**src/common/addrGenPkg.sv**
```systemverilog
`default_nettype none

package addrGenPkg;

   // buffer word address, msb picks the ping-pong half
   localparam int BUF_ADDR_W = 8;

   // period and duty counters
   localparam int PERIOD_W = 10;

   localparam int DELAY_W = 10;

   // addresses, starts, increments, shifts and iteration counts
   typedef logic [BUF_ADDR_W-1:0] bufAddrT;

   typedef logic [PERIOD_W-1:0] periodT;

   typedef logic [DELAY_W-1:0] delayT;

endpackage

`default_nettype wire

```
**src/common/busPkg.sv**
```systemverilog
`default_nettype none

package busPkg;

   // external bus, byte addressed
   localparam int BUS_ADDR_W = 32;
   localparam int BUS_DATA_W = 32;

   typedef logic [BUS_ADDR_W-1:0] busAddrT;

   // bus beat, same width as a buffer word
   typedef logic [BUS_DATA_W-1:0] busDataT;

endpackage

`default_nettype wire

```
**src/vread/readAligner.sv**
```systemverilog
`timescale 1ns/1ps
`default_nettype none

module readAligner #(
   parameter int DATA_W = 8
) (
   input  logic                clk,
   input  logic                rst,
   input  addrGenPkg::bufAddrT addrIn,
   input  logic                readEn,
   input  logic                reverse,
   input  logic                pingPong,
   input  busPkg::busDataT     memData,
   output addrGenPkg::bufAddrT memAddr,
   output logic                memRead,
   output logic [DATA_W-1:0]   dataOut,
   output logic                outValid
);
   import busPkg::*;
   import addrGenPkg::*;

   // symbols per buffer word
   localparam int RATIO = BUS_DATA_W / DATA_W;
   localparam int SEL_W = $clog2(RATIO);

   bufAddrT symAddr;

   function automatic bufAddrT reverseBits(input bufAddrT word);
      bufAddrT res;
      for (int k = 0; k < BUF_ADDR_W; k++) begin
         res[k] = word[BUF_ADDR_W-1-k];
      end
      return res;
   endfunction

   // reversal covers the ping-pong bit as well
   assign symAddr = reverse ? reverseBits(addrIn) : addrIn;
   assign memRead = readEn;

   // buffer data arrives one cycle after the read
   always_ff @(posedge clk or posedge rst) begin
      if (rst) begin
         outValid <= 1'b0;
      end else begin
         outValid <= readEn;
      end
   end

   generate
      if (RATIO > 1) begin : gNarrow
         logic [SEL_W-1:0] sel;
         bufAddrT          noPingPong;

         always_comb begin
            noPingPong = symAddr;
            noPingPong[BUF_ADDR_W-1] = 1'b0;
            memAddr = noPingPong >> SEL_W;
            memAddr[BUF_ADDR_W-1] = pingPong & symAddr[BUF_ADDR_W-1];
         end

         // select lines up with the registered buffer word
         always_ff @(posedge clk or posedge rst) begin
            if (rst) begin
               sel <= '0;
            end else begin
               sel <= symAddr[SEL_W-1:0];
            end
         end

         assign dataOut = memData[sel*DATA_W +: DATA_W];
      end else begin : gWide
         assign memAddr = symAddr;
         assign dataOut = memData;
      end
   endgenerate

endmodule

`default_nettype wire

```
**config.mk**
```make
export PLATFORM = sky130hd
export DESIGN_NAME = readAligner
export DESIGN_NICKNAME = d
export VERILOG_FILES = /design/src/common/addrGenPkg.sv /design/src/common/busPkg.sv /design/src/vread/readAligner.sv
export SDC_FILE = /design/constraint.sdc
export NUM_CORES = 1
export LEC_CHECK = 0
export BUFFER_PORTS_ARGS = -buffer_cell sky130_fd_sc_hd__buf_2
export CAP_MARGIN = 25
export CELL_PAD_IN_SITES_DETAIL_PLACEMENT = 1
export CELL_PAD_IN_SITES_GLOBAL_PLACEMENT = 2
export CORE_UTILIZATION = 12
export DETAILED_ROUTE_END_ITERATION = 7
export PLACE_DENSITY_LB_ADDON = 0.25
export SLEW_MARGIN = 5
export SYNTH_ARGS = -nofsm -noshare
export SYNTH_HDL_FRONTEND = slang
export SYNTH_SLANG_ARGS = --single-unit
```
**constraint.sdc**
```tcl
create_clock -name clk -period 0.94 [get_ports clk]
set_input_delay 0.094 -clock clk [delete_from_list [all_inputs] [get_ports clk]]
set_output_delay 0.094 -clock clk [all_outputs]
set_load 0.02 [all_outputs]
```
==> flow_metrics.env <==
export IMPL_status="finished with violations"
export IMPL_violations="negative setup slack"
export IMPL_postRouteWirelength_mm=1.54
export IMPL_cts_tree="done"
export IMPL_gp_congestion=0.814
export IMPL_cap_violations=0
export IMPL_grt_pass1_wl_mm=2.55
export IMPL_htree_levels=1
export IMPL_hold_ws_ns=0.126
export IMPL_async_flop_share_pct=100
export IMPL_die_h_um=62.5
export IMPL_fmax_mhz=671
export IMPL_rsz0062_at_grt="true"
export IMPL_synth_cells=33
export IMPL_cp_slowest_stage_delay_ns=0.51
export IMPL_synth_largest_area_cell="mux4_2"
export IMPL_synth_seq_area_share_pct=17.1
export IMPL_min_period_ns=1.49
export IMPL_cts_root_buf="clkbuf_4"
export IMPL_wl_per_cell_um=11.3
export IMPL_gr_total_overflow=0
export IMPL_cp_end_kind="primary output"
export IMPL_grt_pass1_vias=538
export IMPL_yosysWarnings=0
export IMPL_drt_initial_drc_count=12
export IMPL_worstHoldStart="addrIn[6]"
export IMPL_die_w_um=62.5
export IMPL_power_static_leakage_nw=0.420
export IMPL_fin_nets=136
export IMPL_worst_slack_ns=-0.550
export IMPL_hold_viol=0
export IMPL_yosys_register_bits=3
export IMPL_area_growth_pct=90.3
export IMPL_drc_errors=0
export IMPL_start_kind="flip-flop"
export IMPL_avgViaCountPerCell=3.85
export IMPL_cts_path_max_buffers=2
export IMPL_io_buffers=60
export IMPL_io_pins=63
export IMPL_setup_violations_final=8
export IMPL_dr_pass1_iters=4
export IMPL_syn_avg_cell_area_um2=13.3
export IMPL_powerDensity_nw_per_um2=1010
export IMPL_yosys_most_used_dff="dfrtp_1"
export IMPL_critPathMaxFanout=8
export IMPL_synth_top_area_share_pct=41.0
export IMPL_placed_cell_area_um2=739
export IMPL_cp_arrival_ns=1.40
export IMPL_path_cells="buf_12 -> mux4_2 -> buf_6"
export IMPL_synth_area_top_cells="mux4_2 (41%), mux2_2 (18%), dfrtp_1 (17%)"
export IMPL_period_share_pct=158
export IMPL_drive_gt1_share_pct=87.8
export IMPL_hp_class="in2reg"
export IMPL_cts_sink_count=3
export IMPL_clk_pin_slew_ns=0.04
export IMPL_synth_area_um2=439
export IMPL_cp_required_ns=0.85
export IMPL_synth_commonest_cells="buf_4 (8), mux4_2 (8), mux2_2 (7)"
export IMPL_critPathKind="reg2out"
export IMPL_fp_row_count=21
export IMPL_report_final_slew_viol_count=0
export IMPL_num_vias=524
export IMPL_start_util_pct=12.9
export IMPL_ant_nets=0
export IMPL_die_area_um2=3910
export IMPL_grt_start_max_net_pins=9
export IMPL_utilization_pct=24.5
export IMPL_crit_path_top_delay_cell="mux4_2"
export IMPL_synth_edf_count=0
export IMPL_num_antenna_cells=0
export IMPL_cp_startpoint="gNarrow.sel[0]"
export IMPL_vdd_drop_max_uv=349
export IMPL_yosys_cell_types_count=11
export IMPL_cts_setup_buffers=0
export IMPL_antenna_found_initial=0
export IMPL_track_usage_pct=8.39
export IMPL_final_cell_area_um2=836
export IMPL_core_um2=3420
export IMPL_numCtsBuffers=3
-- worst max-delay path: cells and delay by family, from the launching register on --
family / cells / cell delay (ns)
mux: 1 / 0.51
flops: 1 / 0.36
buf+inv: 2 / 0.29
-- state kept, by name, indices dropped and copies added, names as in the netlist --
register and cells:
gNarrow.sel 2, outValid 1
-- kinds of logic after synthesis --
group	after synthesis	synth area share [%]
and+or+nand+nor	1	1.43
muxes	16	61.3
other	1	0.854
DFF	3	17.1
buffers and inverters	12	19.4
-- final timing paths --
kind	endpoint	slack [ns]	depth (start not counted)
worst max-delay path	dataOut[0]	-0.55	3
worst min-delay path	gNarrow.sel[1]	0.13	2
max in group asynchronous	outValid	0.52	3
min in group asynchronous	gNarrow.sel[0]	0.28	3
-- timing repair --
action                     4_1_cts  5_1_grt
resized for setup               16        0
setup endpoints to repair        8        8
hold buffers                     2        0
hold endpoints to repair         4        0
-- area by class of cell --
cell class / instances / area, µm²
clock buffers: 4 / 26.3
flip-flops and latches: 3 / 75.1
well taps: 46 / 57.6
inverters: 1 / 3.75
repair buffers: 63 / 390
multi-input cells: 19 / 283
fillers: 419 / 2580
-- stage by stage --
step	setup WS [ns]	TNS (ns)	instances	total power, mW
2_1_floorplan	-0.194	-1.55	34	0.420
3_3_place_gp	-0.328	-2.45	130	0.556
3_5_place_dp	-0.332	-2.51	130	0.561
4_1_cts	-0.574	-4.50	136	0.863
5_1_grt	-0.614	-4.83	136	0.907
6_report	-0.550	-4.34	136	0.844
-- power by group --
part           switching [mW]  internal, mW
clock                  0.0620         0.159
sequential             0.0129         0.139
combinational           0.200         0.271
-- layer usage --
metal | global-route usage [%] | share of wire [%] | up-vias
li1 | - | - | 229
met1 | 9.79 | 40 | 235
met2 | 12.5 | 41 | 60
met3 | 5.84 | 20 | 0
met4 | 1.74 | 0 | 0
met5 | 0 | 0 | -
-- cells in the final DEF (no fill, tap or decap), drive strengths merged --
master and n:
inv 1, nor2b 1, clkbuf 4, mux2 7, dfrtp 3, dlygate4sd3 2
conb 2, mux4 8, mux2i 1, buf 61
Note: power is estimated with default switching activity, not from simulation.
