[src/common/addrGenPkg.sv]
`default_nettype none

package addrGenPkg;

   // buffer word address, msb picks the ping-pong half
   localparam int BUF_ADDR_W = 8;

   // period and duty counters
   localparam int PERIOD_W = 10;

   localparam int DELAY_W = 10;

   // addresses, starts, increments, shifts and iteration counts
   typedef logic [BUF_ADDR_W-1:0] bufAddrT;

   typedef logic [PERIOD_W-1:0] periodT;

   typedef logic [DELAY_W-1:0] delayT;

endpackage

`default_nettype wire

[src/common/busPkg.sv]
`default_nettype none

package busPkg;

   // external bus, byte addressed
   localparam int BUS_ADDR_W = 32;
   localparam int BUS_DATA_W = 32;

   typedef logic [BUS_ADDR_W-1:0] busAddrT;

   // bus beat, same width as a buffer word
   typedef logic [BUS_DATA_W-1:0] busDataT;

endpackage

`default_nettype wire

[src/vread/vreadCtrl.sv]
`timescale 1ns/1ps
`default_nettype none

module vreadCtrl (
   input  logic                clk,
   input  logic                rst,
   input  logic                run,
   input  logic                disabled,
   input  logic                pingPong,
   input  busPkg::busAddrT     extAddr,
   input  addrGenPkg::bufAddrT startB,
   input  logic                busLast,
   input  logic                busReady,
   input  logic                dataReady,
   input  logic                genDone,
   output logic                go,
   output logic                done,
   output logic                busValid,
   output busPkg::busAddrT     busAddr,
   output addrGenPkg::bufAddrT writeStart,
   output addrGenPkg::bufAddrT readStart
);
   import addrGenPkg::*;

   logic doneA;
   logic doneB;
   logic pingPongState;

   assign go = run & ~disabled;

   always_ff @(posedge clk or posedge rst) begin
      if (rst) begin
         pingPongState <= 1'b0;
      end else if (go) begin
         pingPongState <= pingPong & ~pingPongState;
      end
   end

   // write side fills the half the read side is not using
   always_comb begin
      writeStart = '0;
      writeStart[BUF_ADDR_W-1] = ~pingPongState;
   end

   always_comb begin
      readStart = startB;
      if (pingPong) begin
         readStart[BUF_ADDR_W-1] = pingPongState;
      end
   end

   always_ff @(posedge clk or posedge rst) begin
      if (rst) begin
         busAddr <= '0;
      end else if (go) begin
         busAddr <= extAddr;
      end
   end

   always_ff @(posedge clk or posedge rst) begin
      if (rst) begin
         doneA <= 1'b1;
         doneB <= 1'b1;
      end else if (go) begin
         doneA <= 1'b0;
         doneB <= 1'b0;
      end else begin
         if (busValid && busReady && busLast) begin
            doneA <= 1'b1;
         end
         if (genDone) begin
            doneB <= 1'b1;
         end
      end
   end

   assign busValid = dataReady & ~doneA;
   assign done     = doneA & doneB;

   // no bus request once the burst is complete
   assert property (@(posedge clk) disable iff (rst) doneA |-> !busValid);

   // a run can only start through go
   assert property (@(posedge clk) disable iff (rst) $fell(done) |-> $past(go));

endmodule

`default_nettype wire
[config.mk]
export PLATFORM = sky130hd
export DESIGN_NAME = vreadCtrl
export DESIGN_NICKNAME = d
export VERILOG_FILES = /design/src/common/addrGenPkg.sv /design/src/common/busPkg.sv /design/src/vread/vreadCtrl.sv
export SDC_FILE = /design/constraint.sdc
export NUM_CORES = 1
export LEC_CHECK = 0
export BUFFER_PORTS_ARGS = -buffer_cell sky130_fd_sc_hd__buf_2
export CAP_MARGIN = 20
export CORE_MARGIN = 2
export CORE_UTILIZATION = 45
export CTS_CLUSTER_SIZE = 16
export DETAILED_ROUTE_END_ITERATION = 10
export PLACE_DENSITY = 0.8
export SYNTH_ARGS = -nofsm -noshare
export SYNTH_HDL_FRONTEND = slang
export SYNTH_SLANG_ARGS = --single-unit
[constraint.sdc]
create_clock -name clk -period 2 [get_ports clk]
set_input_delay 0.6 -clock clk [delete_from_list [all_inputs] [get_ports clk]]
set_output_delay 0.6 -clock clk [all_outputs]
set_load 0.05 [all_outputs]
==> impl_metrics.json <==
{
  "status": "finished clean",
  "syn-instance-count": 98,
  "rsz0062_at_grt": "no",
  "setup_ws_ns": 0.154,
  "place.gp.congestion": 0.668,
  "power.leakage_nw": 1.06,
  "finalHoldViolations": 0,
  "startpoint_type": "flip-flop",
  "path_clk_slew_ns": 0.12,
  "grt_pass1_vias": 1071,
  "ys_ff_latch": 35,
  "drtAntennaViolNets": 0,
  "drive_gt1_frac": 0.714,
  "die_w_um": 63.4,
  "fin_skew_ns": 0,
  "rows": 21,
  "drcViolationCount": 0,
  "slowest_stage": "dfstp_2",
  "fin_crit_sh": 0.923,
  "initial_utilization": 0.473,
  "pin_count": 100,
  "routedWlPerCell_um": 14.2,
  "die_h_um": 63.4,
  "die_area_mm2": 0.00403,
  "max_stage_delay_ns": 0.56,
  "wl_mm": 3.14,
  "setup-tns-final_ns": 0,
  "layout_min_cycle_time_ns": 1.85,
  "grt_use_total": 0.169,
  "grt_pass1_wl_mm": 5.15,
  "pre_cts_slack_ns": 0.191,
  "cts_buffers": 5,
  "syn_avg_cell_area_um2": 16.2,
  "cts_tree": "yes",
  "drtIter0Drc": 48,
  "min_path_type": "input port to asynchronous set/reset pin",
  "nNetsFinal": 223,
  "finalSetupViolations": 0,
  "worstSetupPathType": "flip-flop to output port",
  "slew_violations": 0,
  "yosys-top-cells-area": "dfrtp_1 (52%), mux2_4 (25%), buf_4 (6.6%)",
  "max_freq_ghz": 0.542,
  "synth_cell_types": 17,
  "clkLatencyLatePin_ns": 0.33,
  "ctsHtreeMaxLevel": 2,
  "synth_area_leader_cell": "dfrtp_1",
  "numPortBuffers": 78,
  "path_buf_inv": 1,
  "end_kind": "output port",
  "dp_hpwl_mm": 2.37,
  "coreArea_mm2": 0.00336,
  "vias_per_cell": 4.58,
  "firstDrtPassIters": 3,
  "arrival_ns": 1.25,
  "nFillCells": 301,
  "path_cells": "and2_1 -> buf_2",
  "cts_root_buf": "clkbuf_4",
  "critPathMaxFanout": 3,
  "grt-ovfl-total": 0,
  "worst_ep_required_time_ns": 1.40,
  "cts_max_path_buffers": 2,
  "holdBufCountCts": 0,
  "synth_top_area_frac": 0.519,
  "cap_violations": 0,
  "syn_to_final_growth_pct": 25.3,
  "seq_area_frac_synth": 0.552,
  "post-cts-setup-buffer-count": 0,
  "crit_family": "flip-flops",
  "cts_resized": 0,
  "antenna_found_initial": 0,
  "cts_sinks": 35,
  "via_count": 1013,
  "power_density_mw_per_mm2": 1080,
  "n_antenna_cell": 0,
  "grt_max_degree": 36,
  "yosysWarnings": 0,
  "vdd_drop_max_mv": 0.557,
  "syn_area_mm2": 0.00159
}
==> layout make-up <==
cell class | count | area [um^2] | area share
tap | 46 | 57.6 | 0.0289
clock inverter | 3 | 43.8 | 0.0220
timing repair buffer | 81 | 413 | 0.207
sequential | 35 | 878 | 0.441
inverter | 2 | 7.51 | 0.00377
clock buffer | 5 | 37.5 | 0.0188
multi-input combinational | 49 | 556 | 0.279
==> placed cells by master, fill, tap and decap left out <==
master and instances:
clkinv_2 1, dfrtp_1 33, dfstp_2 2, mux2_2 7
and2_1 1, nor2_1 3, mux2_4 26, clkbuf_4 5
or4bb_1 1, nor2b_1 1, a31oi_1 1, inv_1 2
o21ai_0 1, nor2b_4 1, buf_4 3, bufinv_16 1
conb_1 7, buf_2 78, clkinv_4 1
==> worst paths after layout <==
check                      slack [ns]                   endpoint                       from  cells after the start
min                              0.34    busAddr[21]$_DFFE_PP0P_                        rst                      3
min reg2reg                      0.51          doneB$_DFFE_PP1P_          doneB$_DFFE_PP1P_                      2
max in group asynchronous        1.30          doneB$_DFFE_PP1P_                        rst                      3
min in group clk                 0.48    busAddr[17]$_DFFE_PP0P_                extAddr[17]                      2
max reg2reg                      0.90  pingPongState$_DFFE_PP0P_  pingPongState$_DFFE_PP0P_                      2
max                              0.15                       done          doneA$_DFFE_PP1P_                      2
==> cells by family after synthesis <==
group | count (synthesis) | share of synthesized area
compound gates | 2 | 0.00708
buf+inv | 20 | 0.113
flops | 35 | 0.552
mux | 33 | 0.295
other cells | 1 | 0.00236
simple gates | 7 | 0.0307
==> synthesized netlist by cell type <==
library cell,number
buf_12,2
conb_1,1
buf_4,14
dfrtp_1,33
o21ai_0,1
nor2b_1,1
nor2b_4,1
mux2_2,7
a31oi_1,1
or4bb_1,1
nor2_1,3
buf_8,1
mux2_4,26
inv_1,2
buf_6,1
and2_1,1
dfstp_2,2
==> stage by stage <==
step / util / total power, W / cells / cell area, um^2 / hold WS, ns
CTS: 0.593 / 0.00217 / 221 / 1990 / 0.344
floorplan: - / 0.00153 / 104 / 1610 / 0.462
global route: 0.593 / 0.00225 / 221 / 1990 / 0.328
finish: 0.593 / 0.00215 / 221 / 1990 / 0.340
detailed placement: 0.568 / 0.00165 / 213 / 1910 / 0.486
global placement: 0.568 / 0.00164 / 213 / 1910 / 0.476
==> sequential cells by signal (all words and copies together), names as in the netlist <==
register / count
doneB: 1
doneA: 1
pingPongState: 1
busAddr: 32
==> routing by layer <==
layer / up-vias / GRT usage / routed length [um]
li1: 460 / - / -
met1: 492 / 0.205 / 1250
met2: 57 / 0.275 / 1600
met3: 4 / 0.0643 / 252
met4: 0 / 0.0598 / 27
met5: - / 0 / 0
==> worst register-to-register path, delay by kind of cell (launching register included) <==
kind | cells | cell delay (ns)
simple gates | 1 | 0.51
compound gates | 1 | 0.10
flops | 1 | 0.41
==> where the power goes <==
part           leakage [nW]  switching (W)  total (W)  internal, W
Combinational         0.604       0.000533   0.000769     0.000236
Clock                0.0452       0.000247   0.000510     0.000263
Sequential            0.409      0.0000562   0.000869     0.000813
Power figures use the tool's default switching activity.
