File: config.mk
export PLATFORM = sky130hd
export DESIGN_NAME = patternAddrGen
export DESIGN_NICKNAME = d
export VERILOG_FILES = /design/src/common/addrGenPkg.sv /design/src/vread/patternAddrGen.sv
export SDC_FILE = /design/constraint.sdc
export NUM_CORES = 1
export LEC_CHECK = 0
export ABC_AREA = 1
export ABC_CLOCK_PERIOD_IN_PS = 3700
export CAP_MARGIN = 15
export CORE_MARGIN = 5
export CORE_UTILIZATION = 55
export DETAILED_ROUTE_END_ITERATION = 16
export DONT_BUFFER_PORTS = 1
export HOLD_SLACK_MARGIN = 0.1
export PLACE_DENSITY = 0.7
export SYNTH_ARGS = -nofsm -noshare
export SYNTH_HDL_FRONTEND = slang
export SYNTH_SLANG_ARGS = --single-unit
File: constraint.sdc
create_clock -name clk -period 3.7 [get_ports clk]
set_input_delay 0.185 -clock clk [delete_from_list [all_inputs] [get_ports clk]]
set_output_delay 0.185 -clock clk [all_outputs]
set_load 0.05 [all_outputs]
File: src/common/addrGenPkg.sv
`default_nettype none

package addrGenPkg;

   // buffer word address, msb picks the ping-pong half
   localparam int BUF_ADDR_W = 8;

   // period and duty counters
   localparam int PERIOD_W = 10;

   localparam int DELAY_W = 10;

   // addresses, starts, increments, shifts and iteration counts
   typedef logic [BUF_ADDR_W-1:0] bufAddrT;

   typedef logic [PERIOD_W-1:0] periodT;

   typedef logic [DELAY_W-1:0] delayT;

endpackage

`default_nettype wire

File: src/vread/patternAddrGen.sv
`timescale 1ns/1ps
`default_nettype none

module patternAddrGen (
   input  logic                clk,
   input  logic                rst,
   input  logic                go,
   input  addrGenPkg::bufAddrT start,
   input  addrGenPkg::bufAddrT incr,
   input  addrGenPkg::bufAddrT shift,
   input  addrGenPkg::bufAddrT shift2,
   input  addrGenPkg::bufAddrT incr2,
   input  addrGenPkg::bufAddrT iterations,
   input  addrGenPkg::bufAddrT iterations2,
   input  addrGenPkg::periodT  period,
   input  addrGenPkg::periodT  duty,
   input  addrGenPkg::delayT   delay,
   output addrGenPkg::bufAddrT addr,
   output logic                readEn,
   output logic                genDone
);
   import addrGenPkg::*;

   delayT   delayCnt;
   logic    running;
   periodT  stepCnt;
   bufAddrT innerCnt;
   bufAddrT outerCnt;
   bufAddrT innerBase;
   bufAddrT outerBase;
   logic    lastStep;
   logic    lastInner;
   logic    lastOuter;

   // zero counts behave like one
   assign lastStep  = periodT'(stepCnt + 1'b1) >= period;
   assign lastInner = bufAddrT'(innerCnt + 1'b1) >= iterations;
   assign lastOuter = bufAddrT'(outerCnt + 1'b1) >= iterations2;

   always_ff @(posedge clk or posedge rst) begin
      if (rst) begin
         running  <= 1'b0;
         delayCnt <= '0;
         stepCnt  <= '0;
         innerCnt <= '0;
         outerCnt <= '0;
      end else if (go) begin
         running  <= (delay == '0);
         delayCnt <= delay;
         stepCnt  <= '0;
         innerCnt <= '0;
         outerCnt <= '0;
      end else if (delayCnt != '0) begin
         delayCnt <= delayCnt - 1'b1;
         if (delayCnt == delayT'(1)) begin
            running <= 1'b1;
         end
      end else if (running) begin
         if (!lastStep) begin
            stepCnt <= stepCnt + 1'b1;
         end else begin
            stepCnt <= '0;
            if (!lastInner) begin
               innerCnt <= innerCnt + 1'b1;
            end else begin
               innerCnt <= '0;
               if (!lastOuter) begin
                  outerCnt <= outerCnt + 1'b1;
               end else begin
                  running <= 1'b0;
               end
            end
         end
      end
   end

   // bases accumulate, so no multipliers are needed
   always_ff @(posedge clk) begin
      if (go) begin
         addr      <= start;
         innerBase <= start;
         outerBase <= start;
      end else if (running) begin
         if (!lastStep) begin
            addr <= addr + incr;
         end else if (!lastInner) begin
            addr      <= innerBase + shift;
            innerBase <= innerBase + shift;
         end else if (!lastOuter) begin
            addr      <= outerBase + shift2;
            innerBase <= outerBase + shift2;
            outerBase <= outerBase + shift2;
         end
      end
   end

   assign readEn  = running & (stepCnt < duty);
   assign genDone = running & lastStep & lastInner & lastOuter;

   assert property (@(posedge clk) disable iff (rst) duty == '0 |-> !readEn);

endmodule

`default_nettype wire

==> key figures <==
Status
  – Status: completed

STA
  – Final setup margin: 453.4 ps
  – WHS: 121.8 ps
  – Tcrit/Tclk final: 87.75%
  – Setup TNS: 0 ps
  – RSZ-0062 raised after global routing: no
  – Max-Slew Margin vs Limit: 33.92%
  – F_max: 308.0 MHz
  – Clock skew: 16.06 ps
  – Final Hold Fails: 0
  – Fin. max-slew vios: 0
  – Worst-Margin Slew: 987.5 ps
  – Final setup fails: 0
  – Fin crit period: 3247 ps

Final layout
  – Commonest non-fill, non-tap cell in the layout: nand2_1
  – Layout area overhead: 10.75%
  – Commonest non-fill, non-tap cells in the layout: 160 x nand2_1, 122 x inv_1, 61 x ha_1
  – Ratio of cells with drive above 1 in the final layout: 5.532%
  – Fin cells: 816
  – Area of the multi-input gates: 2970 µm²
  – # diodes: 0
  – Seq. cell area: 1647 µm²
  – Fill count: 817
  – Nets@finish: 853

Routing
  – Final ANT Viol Nets: 0
  – Pre-Repair DR Iteration Count: 5
  – Final wirelength: 11980 µm
  – Vias/cell: 5.338
  – Vias: 4356
  – Avg WL per Cell: 14.68 µm
  – DRT iter0 DRCs: 192
  – Drc violations: 0

Synth
  – Post-synthesis cell area: 5135 µm²
  – Syn avg cell area: 7.630 µm²
  – Sequential area share after synthesis: 32.07%
  – Yosys reg bits: 61
  – Cells after synthesis: 673
  – Post-synth cell types: 40
  – Yosys warnings: 0
  – Syn_nets: 826

Floorplanning
  – Die H: 106.6 µm
  – Initial core utilization: 56.10%
  – Chip width: 106.6 µm
  – I/O pin count: 99
  – Core Box Area: 9153 µm²
  – Die area: 11370 µm²
  – Cell Rows: 35

Pwr
  – Power, Total: 2.278 mW
  – Cell Pwr Density: 400.7 nW/µm²
  – VDD IR max: 0.2692 mV
  – P_leak: 3.054 nW

Clocking
  – CTS buffer count: 9
  – Clock-pin slew on the worst setup and hold paths: 80 ps
  – H-tree depth: 3
  – Longest Clk Path Bufs: 2
  – PostCTS Resize Cnt: 0
  – CTS tree: built
  – Clk sink count: 61
  – Clock Latency Late Sink: 350 ps
  – Cts hold-fix bufs: 21
  – Post-CTS Setup Bufs: 0
  – Root buffer cell: clkbuf_8

Place
  – Pre-CTS WS: 583.9 ps
  – HPWL after DPL: 9072 µm
  – Placer Congestion: 0.9343
  – Placed instance count: 779
  – # port buffers: 0

Setup path
  – CP max FO: 9
  – CP max stage cell: dfrtp_1
  – CP bufs+invs: 2
  – CP Cell Sequence: ha_1 -> nand3_1 -> nor2_1 -> nand4_1 -> xor2_1 -> inv_1 -> ha_1 -> nand2_1 -> nor2_1 -> nand3_1 -> nand3_1 -> nand3_1 -> nor2_1 -> buf_4
  – Crit-path max cell delay: 520 ps
  – Family with the most delay on the worst path: simple AND/OR/NAND/NOR gates
  – Critical path type: reg2out
  – Top cell by count, worst path: nand3_1
  – CP endpoint kind: output pin
  – Startpoint class of the critical path: register
  – WP data arrival: 3060 ps
  – CP required: 3510 ps
  – Reg2reg setup slack: 560 ps

Global route
  – Vias in the first global route: 4403
  – First-pass GRT wire length: 20200 µm
  – GRT Resource Usage Total: 21.91%
  – GRT overflow: 0
  – Initial antenna violation count: 0
  – Largest net degree at the start of global routing: 38

Worst hold path
  – Worst hold path class: in2reg

Run
  – Max Cap Viol: 0
-- final timing paths --
check                                           to                     from  cells after the start
setup / recovery                           genDone   stepCnt[0]$_DFFE_PP0P_                     14
hold / removal              outerBase[2]$_DFFE_PP_                 start[2]                      2
setup reg to reg           outerCnt[2]$_DFFE_PP0P_   stepCnt[0]$_DFFE_PP0P_                     15
hold reg to reg            innerCnt[6]$_DFFE_PP0P_  innerCnt[6]$_DFFE_PP0P_                      2
max in group asynchronous   stepCnt[7]$_DFFE_PP0P_                      rst                      3
min in group asynchronous  delayCnt[4]$_DFFE_PP0P_                      rst                      3
-- registers in the layout, summed over array words and instances, names as in the netlist --
| signal | count |
|---|---|
| addr | 8 |
| outerBase | 8 |
| running | 1 |
| outerCnt | 8 |
| delayCnt | 10 |
| stepCnt | 10 |
| innerBase | 8 |
| innerCnt | 8 |
-- cell usage after synthesis --
cell type	n	area share (%)
nand3b_1	2	0.29
a22o_1	2	0.34
o22ai_1	6	0.73
edfxtp_1	24	14
o211ai_1	2	0.29
inv_1	122	8.9
o221ai_1	2	0.34
o21a_1	3	0.44
nand3_1	46	4.5
o21ai_1	12	1.2
nand2_2	2	0.24
a21oi_1	20	1.9
buf_2	3	0.29
o21bai_1	2	0.29
a22oi_1	1	0.15
o2111ai_1	1	0.17
buf_4	1	0.15
a21o_1	2	0.29
nand3_4	1	0.34
a21boi_0	7	1.0
buf_1	1	0.073
nor3_1	6	0.58
buf_6	1	0.22
xnor2_1	16	2.7
or2_2	2	0.24
nor2_4	2	0.44
clkbuf_1	4	0.29
xor2_1	27	4.6
nand4_1	11	1.3
ha_1	61	15
o21ai_0	32	3.1
a31oi_1	3	0.37
fa_1	3	1.2
nor2_2	2	0.24
nor2_1	35	2.6
o21ai_2	4	0.68
nand2_1	160	12
nand2_4	3	0.66
inv_2	2	0.15
dfrtp_1	37	18
-- layer usage --
| metal | vias up | track usage [%] | wire length, µm |
|---|---|---|---|
| met2 | 119 | 36.78 | 5795 |
| li1 | 2239 | - | - |
| met1 | 1982 | 28.86 | 5324 |
| met3 | 16 | 4.275 | 691 |
| met4 | 0 | 6.119 | 170 |
| met5 | - | 0 | 0 |
-- worst register-to-register path, cell delays in order (launching register included) --
cell	delay, ps
dfrtp_1	520
ha_1	240
nand3_1	120
nor2_1	160
nand4_1	120
xor2_1	190
inv_1	60
ha_1	260
nand2_1	60
nor2_1	160
nand3_1	130
nand4_1	260
nand3_4	330
nor2_4	300
nand2_1	90
nand2_1	70
-- through the flow --
step	area, µm²	util, %
after global placement	5259	57.46
after floorplan	5135	-
after detailed placement	5259	57.46
after CTS	5687	62.13
after global routing	5687	62.13
final	5687	62.13
-- layout make-up --
class	instances	share of cell area, %
Timing Repair Buffer	26	4.356
Multi-Input combinational cell	478	52.23
Sequential cell	61	28.95
Inverter	124	8.185
Tap cell	111	2.442
Clock inverter	5	0.9681
Clock buffer	11	2.860
-- report_power, final --
part / switching [mW] / internal [mW]
Sequential: 0.151 / 0.800
Combinational: 0.387 / 0.279
Clock: 0.291 / 0.370
-- kinds of logic after synthesis --
logic type	after synthesis	synth area share [%]
DFF	61	32.07
adders and majority gates	64	16.03
xor gates and xnor gates	43	7.334
and+or+nand+nor	272	23.12
buffers and inverters	134	10.09
AOI/OAI and AO/OA	99	11.35
Note: power is estimated with default switching activity, not from simulation.
