[config.mk]
export PLATFORM = sky130hd
export DESIGN_NAME = burstAddrGen
export DESIGN_NICKNAME = d
export VERILOG_FILES = /design/src/common/addrGenPkg.sv /design/src/vread/burstAddrGen.sv
export SDC_FILE = /design/constraint.sdc
export NUM_CORES = 1
export LEC_CHECK = 0
export CAP_MARGIN = 20
export CORE_MARGIN = 3
export CORE_UTILIZATION = 45
export CTS_CLUSTER_DIAMETER = 30
export DETAILED_ROUTE_END_ITERATION = 12
export DONT_BUFFER_PORTS = 1
export PLACE_DENSITY = 0.6
export REMOVE_ABC_BUFFERS = 1
export SLEW_MARGIN = 25
export SYNTH_ARGS = -nofsm -noshare
export SYNTH_HDL_FRONTEND = slang
export SYNTH_SLANG_ARGS = --single-unit
export TNS_END_PERCENT = 30
[constraint.sdc]
create_clock -name clk -period 1.94 [get_ports clk]
set_clock_uncertainty 0.2 [all_clocks]
set_input_delay 0.582 -clock clk [delete_from_list [all_inputs] [get_ports clk]]
set_output_delay 0.582 -clock clk [all_outputs]
set_load 0.01 [all_outputs]
[src/common/addrGenPkg.sv]
`default_nettype none

package addrGenPkg;

   // buffer word address, msb picks the ping-pong half
   localparam int BUF_ADDR_W = 8;

   // period and duty counters
   localparam int PERIOD_W = 10;

   localparam int DELAY_W = 10;

   // addresses, starts, increments, shifts and iteration counts
   typedef logic [BUF_ADDR_W-1:0] bufAddrT;

   typedef logic [PERIOD_W-1:0] periodT;

   typedef logic [DELAY_W-1:0] delayT;

endpackage

`default_nettype wire

[src/vread/burstAddrGen.sv]
`timescale 1ns/1ps
`default_nettype none

module burstAddrGen (
   input  logic                clk,
   input  logic                rst,
   input  logic                go,
   input  addrGenPkg::periodT  period,
   input  addrGenPkg::bufAddrT start,
   input  addrGenPkg::bufAddrT incr,
   input  logic                ready,
   output logic                valid,
   output addrGenPkg::bufAddrT addr
);
   import addrGenPkg::*;

   // cycles left before the next address shows up
   periodT waitCnt;

   always_ff @(posedge clk or posedge rst) begin
      if (rst) begin
         valid   <= 1'b0;
         waitCnt <= '0;
      end else if (go) begin
         valid   <= 1'b1;
         waitCnt <= '0;
      end else if (valid && ready) begin
         // period of 0 or 1 keeps addresses back to back
         if (period <= periodT'(1)) begin
            valid <= 1'b1;
         end else begin
            valid   <= 1'b0;
            waitCnt <= period - periodT'(1);
         end
      end else if (waitCnt != '0) begin
         waitCnt <= waitCnt - periodT'(1);
         if (waitCnt == periodT'(1)) begin
            valid <= 1'b1;
         end
      end
   end

   always_ff @(posedge clk) begin
      if (go) begin
         addr <= start;
      end else if (valid && ready) begin
         addr <= addr + incr;
      end
   end

   assert property (@(posedge clk) disable iff (rst)
      valid && !ready && !go |=> $stable(addr));

endmodule

`default_nettype wire

==> run_results.csv, run 1 <==
group,metric,value,unit
finish,final_cell_area,2050,um2
critical_path,crit_type,"reg2reg",
route,viasPerCell,5.70,
clock_network,htreeDepth,1,
logic_synthesis,synth_warnings,0,
clock_network,clockBufferDepth,2,
clock_network,insertion_delay,0.31,ns
critical_path,endpoint_kind,"flop",
placement,port_buffers,0,
timing,fmax,486,MHz
route,avgRoutedWirePerCell,15.7,um
global_routing,antenna_found_initial,0,
global_routing,grt_max_degree,25,
logic_synthesis,yosys_most_used_dff,"dfrtp_1",
global_routing,grt_pass1_wl,6800,um
floorplanning,ioPinCount,39,
power_and_ir_drop,power-per-cell-area,866,nW/um2
logic_synthesis,syn_area_per_cell,8.61,um2
logic_synthesis,synth_edf_count,8,
worst_hold_path,hold_class,"in2reg",
logic_synthesis,yosysUniqueCellTypes,46,
power_and_ir_drop,ir_drop,322,uV
floorplanning,start_util,48.9,%
critical_path,r2r_slack,-0.12,ns
flow_run,drv_cap,0,
finish,fin_nets,268,
logic_synthesis,ys_ff_latch,19,
critical_path,worstPathRequired,1.81,ns
floorplanning,die_w,64.5,um
placement,dpl_worst_slack,-0.482,ns
clock_network,clkSinkCount,19,
clock_network,root_buffer,"clkbuf_4",
logic_synthesis,ys_seq_area_share,33.4,%
finish,final_common_cell,"buf_4",
power_and_ir_drop,leakage,0.000877,uW
timing,period_share,106,%
finish,register_area,515,um2
floorplanning,fp.dieH,64.5,um
route,vias,1532,
floorplanning,rows,20,
logic_synthesis,synthCells,179,
logic_synthesis,synth.cell_area,1540,um2
timing,finalHoldViolCount,0,
critical_path,start_kind,"flop",
route,drcViolationCount,0,
timing,hold_ws,0.132,ns
timing,setup_viol,4,
floorplanning,coreArea,3150,um2
route,first_pass_iters,4,
floorplanning,die_area,4160,um2
placement,hpwl,3150,um
logic_synthesis,async_flop_share,57.9,%
clock_network,cts.reportedPaths.clkPinSlew,0.12,ns
finish,num_antenna_cells,0,
finish,synthToLayoutAreaGrowth,33.0,%
placement,placed_area,1890,um2
route,antenna_left,0,
route,drt_wl_total,4220,um
global_routing,grt_pass1_vias,1599,
global_routing,grt_overflow,0,
critical_path,worstPathMaxFanout,2,
finish,nFillCells,276,
timing,setup_ws,-0.119,ns
timing,worst_pin_slew,0.581,ns
finish,drive_gt1_share,31.6,%
route,dr.first_iter.drc_count,57,
timing,final_max_slew_viol_count,0,
placement,gp_congestion,0.759,
timing,relSlewSlack,60.9,%
finish,multi_input_comb_area,1060,um2
status,status,"complete, but fails checks",
timing,tns,-0.248,ns
critical_path,critPathArrivalTime,1.93,ns
global_routing,grt_usage,20.6,%
finish,final_cell_mix,"buf_4, o21ai_0, nand2_1, nor2_1, a21oi_1",
timing,rsz0062_at_grt,"true",
clock_network,cts_tree,"done",
timing,min_period,2.06,ns
clock_network,cts_buffers,3,
status,violations,"setup timing",
per-stage QoR:
step | total power (uW) | utilization [%] | cells
after global placement | 1420 | 59.8 | 260
after detailed placement | 1450 | 59.8 | 260
after global routing | 1900 | 65.0 | 269
after floorplan | 1080 | - | 175
after CTS | 1710 | 63.6 | 267
final | 1780 | 65.0 | 269
sequential cells by signal, summed over array words and instances, names as in the netlist:
signal,count
waitCnt,10
addr,8
valid,1
metal layers:
metal,vias up,part of all wire [%],track usage (%)
met5,-,0,0
met4,0,1.5,6.33
met3,7,5.3,2.77
met2,49,53,40.2
met1,720,40,22.7
li1,756,-,-
worst max-delay path, stage by stage (launching register included):
cell and delay, ns:
edfxtp_1 0.41, ha_2 0.21, buf_6 0.12, a211oi_4 0.26
o21ai_2 0.09, a31oi_1 0.17, xnor2_1 0.10, mux2_4 0.25
final timing paths:
check                      cells past startpoint                endpoint                    from
max                                            7       addr[7]$_DFFE_PP_       addr[0]$_DFFE_PP_
min                                            1  waitCnt[2]$_DFFE_PP0P_                      go
max reg2reg                                    7       addr[7]$_DFFE_PP_       addr[0]$_DFFE_PP_
min reg2reg                                    2  waitCnt[7]$_DFFE_PP0P_  waitCnt[7]$_DFFE_PP0P_
max in group asynchronous                      2  waitCnt[3]$_DFFE_PP0P_                     rst
min in group asynchronous                      2  waitCnt[9]$_DFFE_PP0P_                     rst
where the power goes:
part,internal (uW),switching [uW],total [uW]
Clock,80.3,132,212
Combinational,511,443,954
Sequential,518,91.3,609
Total,1110,667,1780
synthesized netlist by cell type (all sizes together) (2+ instances only):
library cell  number  area (um2)
a21o               2        15.0
mux2               2        22.5
nand4              3        18.8
or4                3        26.3
buf                2        10.0
edfxtp             8         240
xor2               6        52.6
o31ai              2        15.0
a21oi             15        78.8
nand2             17        63.8
inv               11        41.3
dfrtp             11         275
nor3               8        40.0
a211oi             2        15.0
o21ai             22         114
and2               2        15.0
clkbuf             2        7.51
nand3              4        20.0
nor2              13        48.8
a31oi              2        12.5
xnor2              6        52.6
ha                11         138
nor4               6        37.5
nor3b              2        15.0
cells by family after synthesis:
logic type,count (synthesis),synth area share [%]
DFF,19,33.4
buffers and inverters,15,3.82
and+or+nand+nor,62,21.3
xor gates and xnor gates,12,6.82
adders and majority gates,12,10.2
AOI/OAI and AO/OA,57,22.9
muxes,2,1.46
what timing repair did:
item	in CTS	in global routing
setup buffers	2	2
cloned	0	0
endpoints found under the setup margin	6	14
pin swaps	10	7
resized for setup	16	7
hold endpoints to repair	11	0
hold buffers	1	0
area by class of cell:
type	count	share of cell area (%)
tap	44	2.68
multi-input combinational	145	51.6
sequential	19	25.1
timing repair buffer	46	17.3
clock buffer	4	1.28
inverter	11	2.01
Power figures use the tool's default switching activity.
==> inputs of run 2 (changes only) <==
- CORE_ASPECT_RATIO: default -> 1.4
==> run 2 against run 1 <==
Register-to-register slack improved by 0.03 ns. Combinational power up 11%. Wire length fell by 0.95%. Global-route usage increased by 0.17 points. The flow still finishes with violations (setup timing).
==> run_results.csv, run 2 (synthesis results as in run 1) <==
group,metric,value,unit
floorplanning,fp.dieH,75.3,um
clock_network,root_buffer,"clkbuf_8",
finish,drive_gt1_share,34.8,%
floorplanning,start_util,48.0,%
floorplanning,ioPinCount,39,
power_and_ir_drop,p_switching,716,uW
timing,setup_ws,-0.0919,ns
power_and_ir_drop,p_seq_share,31.3,%
route,first_pass_iters,4,
finish,num_antenna_cells,0,
clock_network,hold_buffers,0,
clock_network,clockBufferDepth,2,
finish,synthToLayoutAreaGrowth,37.2,%
finish,post-route-util,65.8,%
timing,final_max_slew_viol_count,0,
global_routing,grt_overflow,0,
route,drt_wl_total,4180,um
timing,min_period,2.03,ns
route,avgRoutedWirePerCell,15.7,um
power_and_ir_drop,power-per-cell-area,923,nW/um2
timing,finalHoldViolCount,0,
floorplanning,coreArea,3210,um2
clock_network,htreeDepth,1,
route,dr.first_iter.drc_count,41,
placement,hpwl,3170,um
critical_path,worstPathMaxFanout,2,
timing,fmax,492,MHz
clock_network,cts_buffers,3,
global_routing,grt_max_degree,25,
placement,placed_area,1900,um2
critical_path,endpoint_kind,"flop",
critical_path,crit_type,"reg2reg",
clock_network,cts.reportedPaths.clkPinSlew,0.07,ns
flow_run,drv_cap,0,
global_routing,antenna_found_initial,0,
floorplanning,die_w,55.5,um
critical_path,worstPathRequired,1.76,ns
clock_network,clkSinkCount,19,
worst_hold_path,hold_class,"in2async",
placement,place_inst,257,
timing,rsz0062_at_grt,"true",
power_and_ir_drop,ir_drop,490,uV
finish,final_cell_mix,"buf_4, nand2_1, nor2_1, o21ai_0, a21oi_1",
timing,hold_ws,0.00144,ns
timing,relSlewSlack,70.7,%
timing,worst_pin_slew,0.439,ns
finish,top_register,"waitCnt",
finish,largest_reg_flops,10,
route,viasPerCell,5.82,
finish,final_cell_area,2110,um2
power_and_ir_drop,power.share.clock,14.5,%
power_and_ir_drop,swShare,36.7,%
finish,nFillCells,284,
power_and_ir_drop,intPower,1240,uW
finish,fin_nets,270,
critical_path,worst_path_max_delay_cell,"edfxtp_1",
global_routing,grt_pass1_wl,6830,um
timing,setup_viol,2,
status,violations,"setup timing",
global_routing,grt_usage,20.8,%
critical_path,start_kind,"flop",
finish,reg_top3,"waitCnt: 10 flops, addr: 8 flops, valid: 1 flops",
finish,final_common_cell,"buf_4",
route,antenna_left,0,
finish,finalNonFillerCells,266,
global_routing,grt_pass1_vias,1586,
floorplanning,die_area,4170,um2
status,status,"complete, but fails checks",
critical_path,path_cells,"ha_4 -> a211oi_4 -> o21ai_2 -> a31oi_2 -> xnor2_1 -> mux2_4",
timing,tns,-0.133,ns
critical_path,cp_slowest_stage_delay,0.44,ns
power_and_ir_drop,leakage,0.000900,uW
clock_network,cts_tree,"done",
placement,port_buffers,0,
clock_network,insertion_delay,0.26,ns
route,vias,1548,
placement,gp_congestion,0.816,
route,drcViolationCount,0,
timing,period_share,105,%
power_and_ir_drop,power.share.combinational,54.2,%
critical_path,critPathArrivalTime,1.85,ns
floorplanning,rows,24,
-- run 2: power by group through the flow --
stage / logic (uW) / clock network [uW] / registers [uW]
3_5_place_dp: 863 / 0 / 602
3_3_place_gp: 850 / 0 / 595
5_1_grt: 1150 / 308 / 625
2_1_floorplan: 467 / 0 / 610
4_1_cts: 924 / 287 / 598
6_report: 1060 / 282 / 612
-- run 2: path summary, 6_finish.rpt --
path | start | to | slack, ns | depth (start not counted)
worst min-delay path | rst | waitCnt[0]$_DFFE_PP0P_ | 0.001 | 1
worst max register to register | addr[1]$_DFFE_PP_ | addr[7]$_DFFE_PP_ | -0.09 | 6
max in group asynchronous | rst | waitCnt[4]$_DFFE_PP0P_ | 1.23 | 1
min in group clk | go | waitCnt[1]$_DFFE_PP0P_ | 0.17 | 1
worst max-delay path | addr[1]$_DFFE_PP_ | addr[7]$_DFFE_PP_ | -0.09 | 6
worst min register to register | waitCnt[7]$_DFFE_PP0P_ | waitCnt[7]$_DFFE_PP0P_ | 0.36 | 2
-- run 2: layout make-up --
type | count | area (um2) | area share (%)
Clock buffer | 4 | 45.0 | 2.13
Inverter | 11 | 41.3 | 1.95
Multi-Input combinational cell | 145 | 1100 | 51.8
Sequential cell | 19 | 515 | 24.4
Tap cell | 39 | 48.8 | 2.31
Timing Repair Buffer | 48 | 368 | 17.4
-- run 2: repair_timing --
action	in CTS	in global routing
setup buffers	1	4
setup endpoints to repair	13	14
pin swaps	8	18
gates resized for setup	15	21
-- run 2: layer usage --
metal / wire length [um] / track usage [%]
met1: 1550 / 22.7
met2: 2320 / 40.0
met3: 223 / 3.09
met4: 78 / 8.92
met5: 0 / 0
-- run 2: through the flow --
step	power (uW)	setup WS, ns
2_1_floorplan	1080	-0.277
3_3_place_gp	1440	-0.443
3_5_place_dp	1460	-0.454
4_1_cts	1810	-0.130
5_1_grt	2090	-0.157
6_report	1950	-0.0919
-- run 2: worst max-delay path: cells and delay by family, from the launching register on --
| family | cells | cell delay (ns) |
|---|---|---|
| AOI/OAI and AO/OA | 3 | 0.56 |
| adders and majority gates | 1 | 0.25 |
| xor gates and xnor gates | 1 | 0.09 |
| muxes | 1 | 0.25 |
| DFF | 1 | 0.44 |
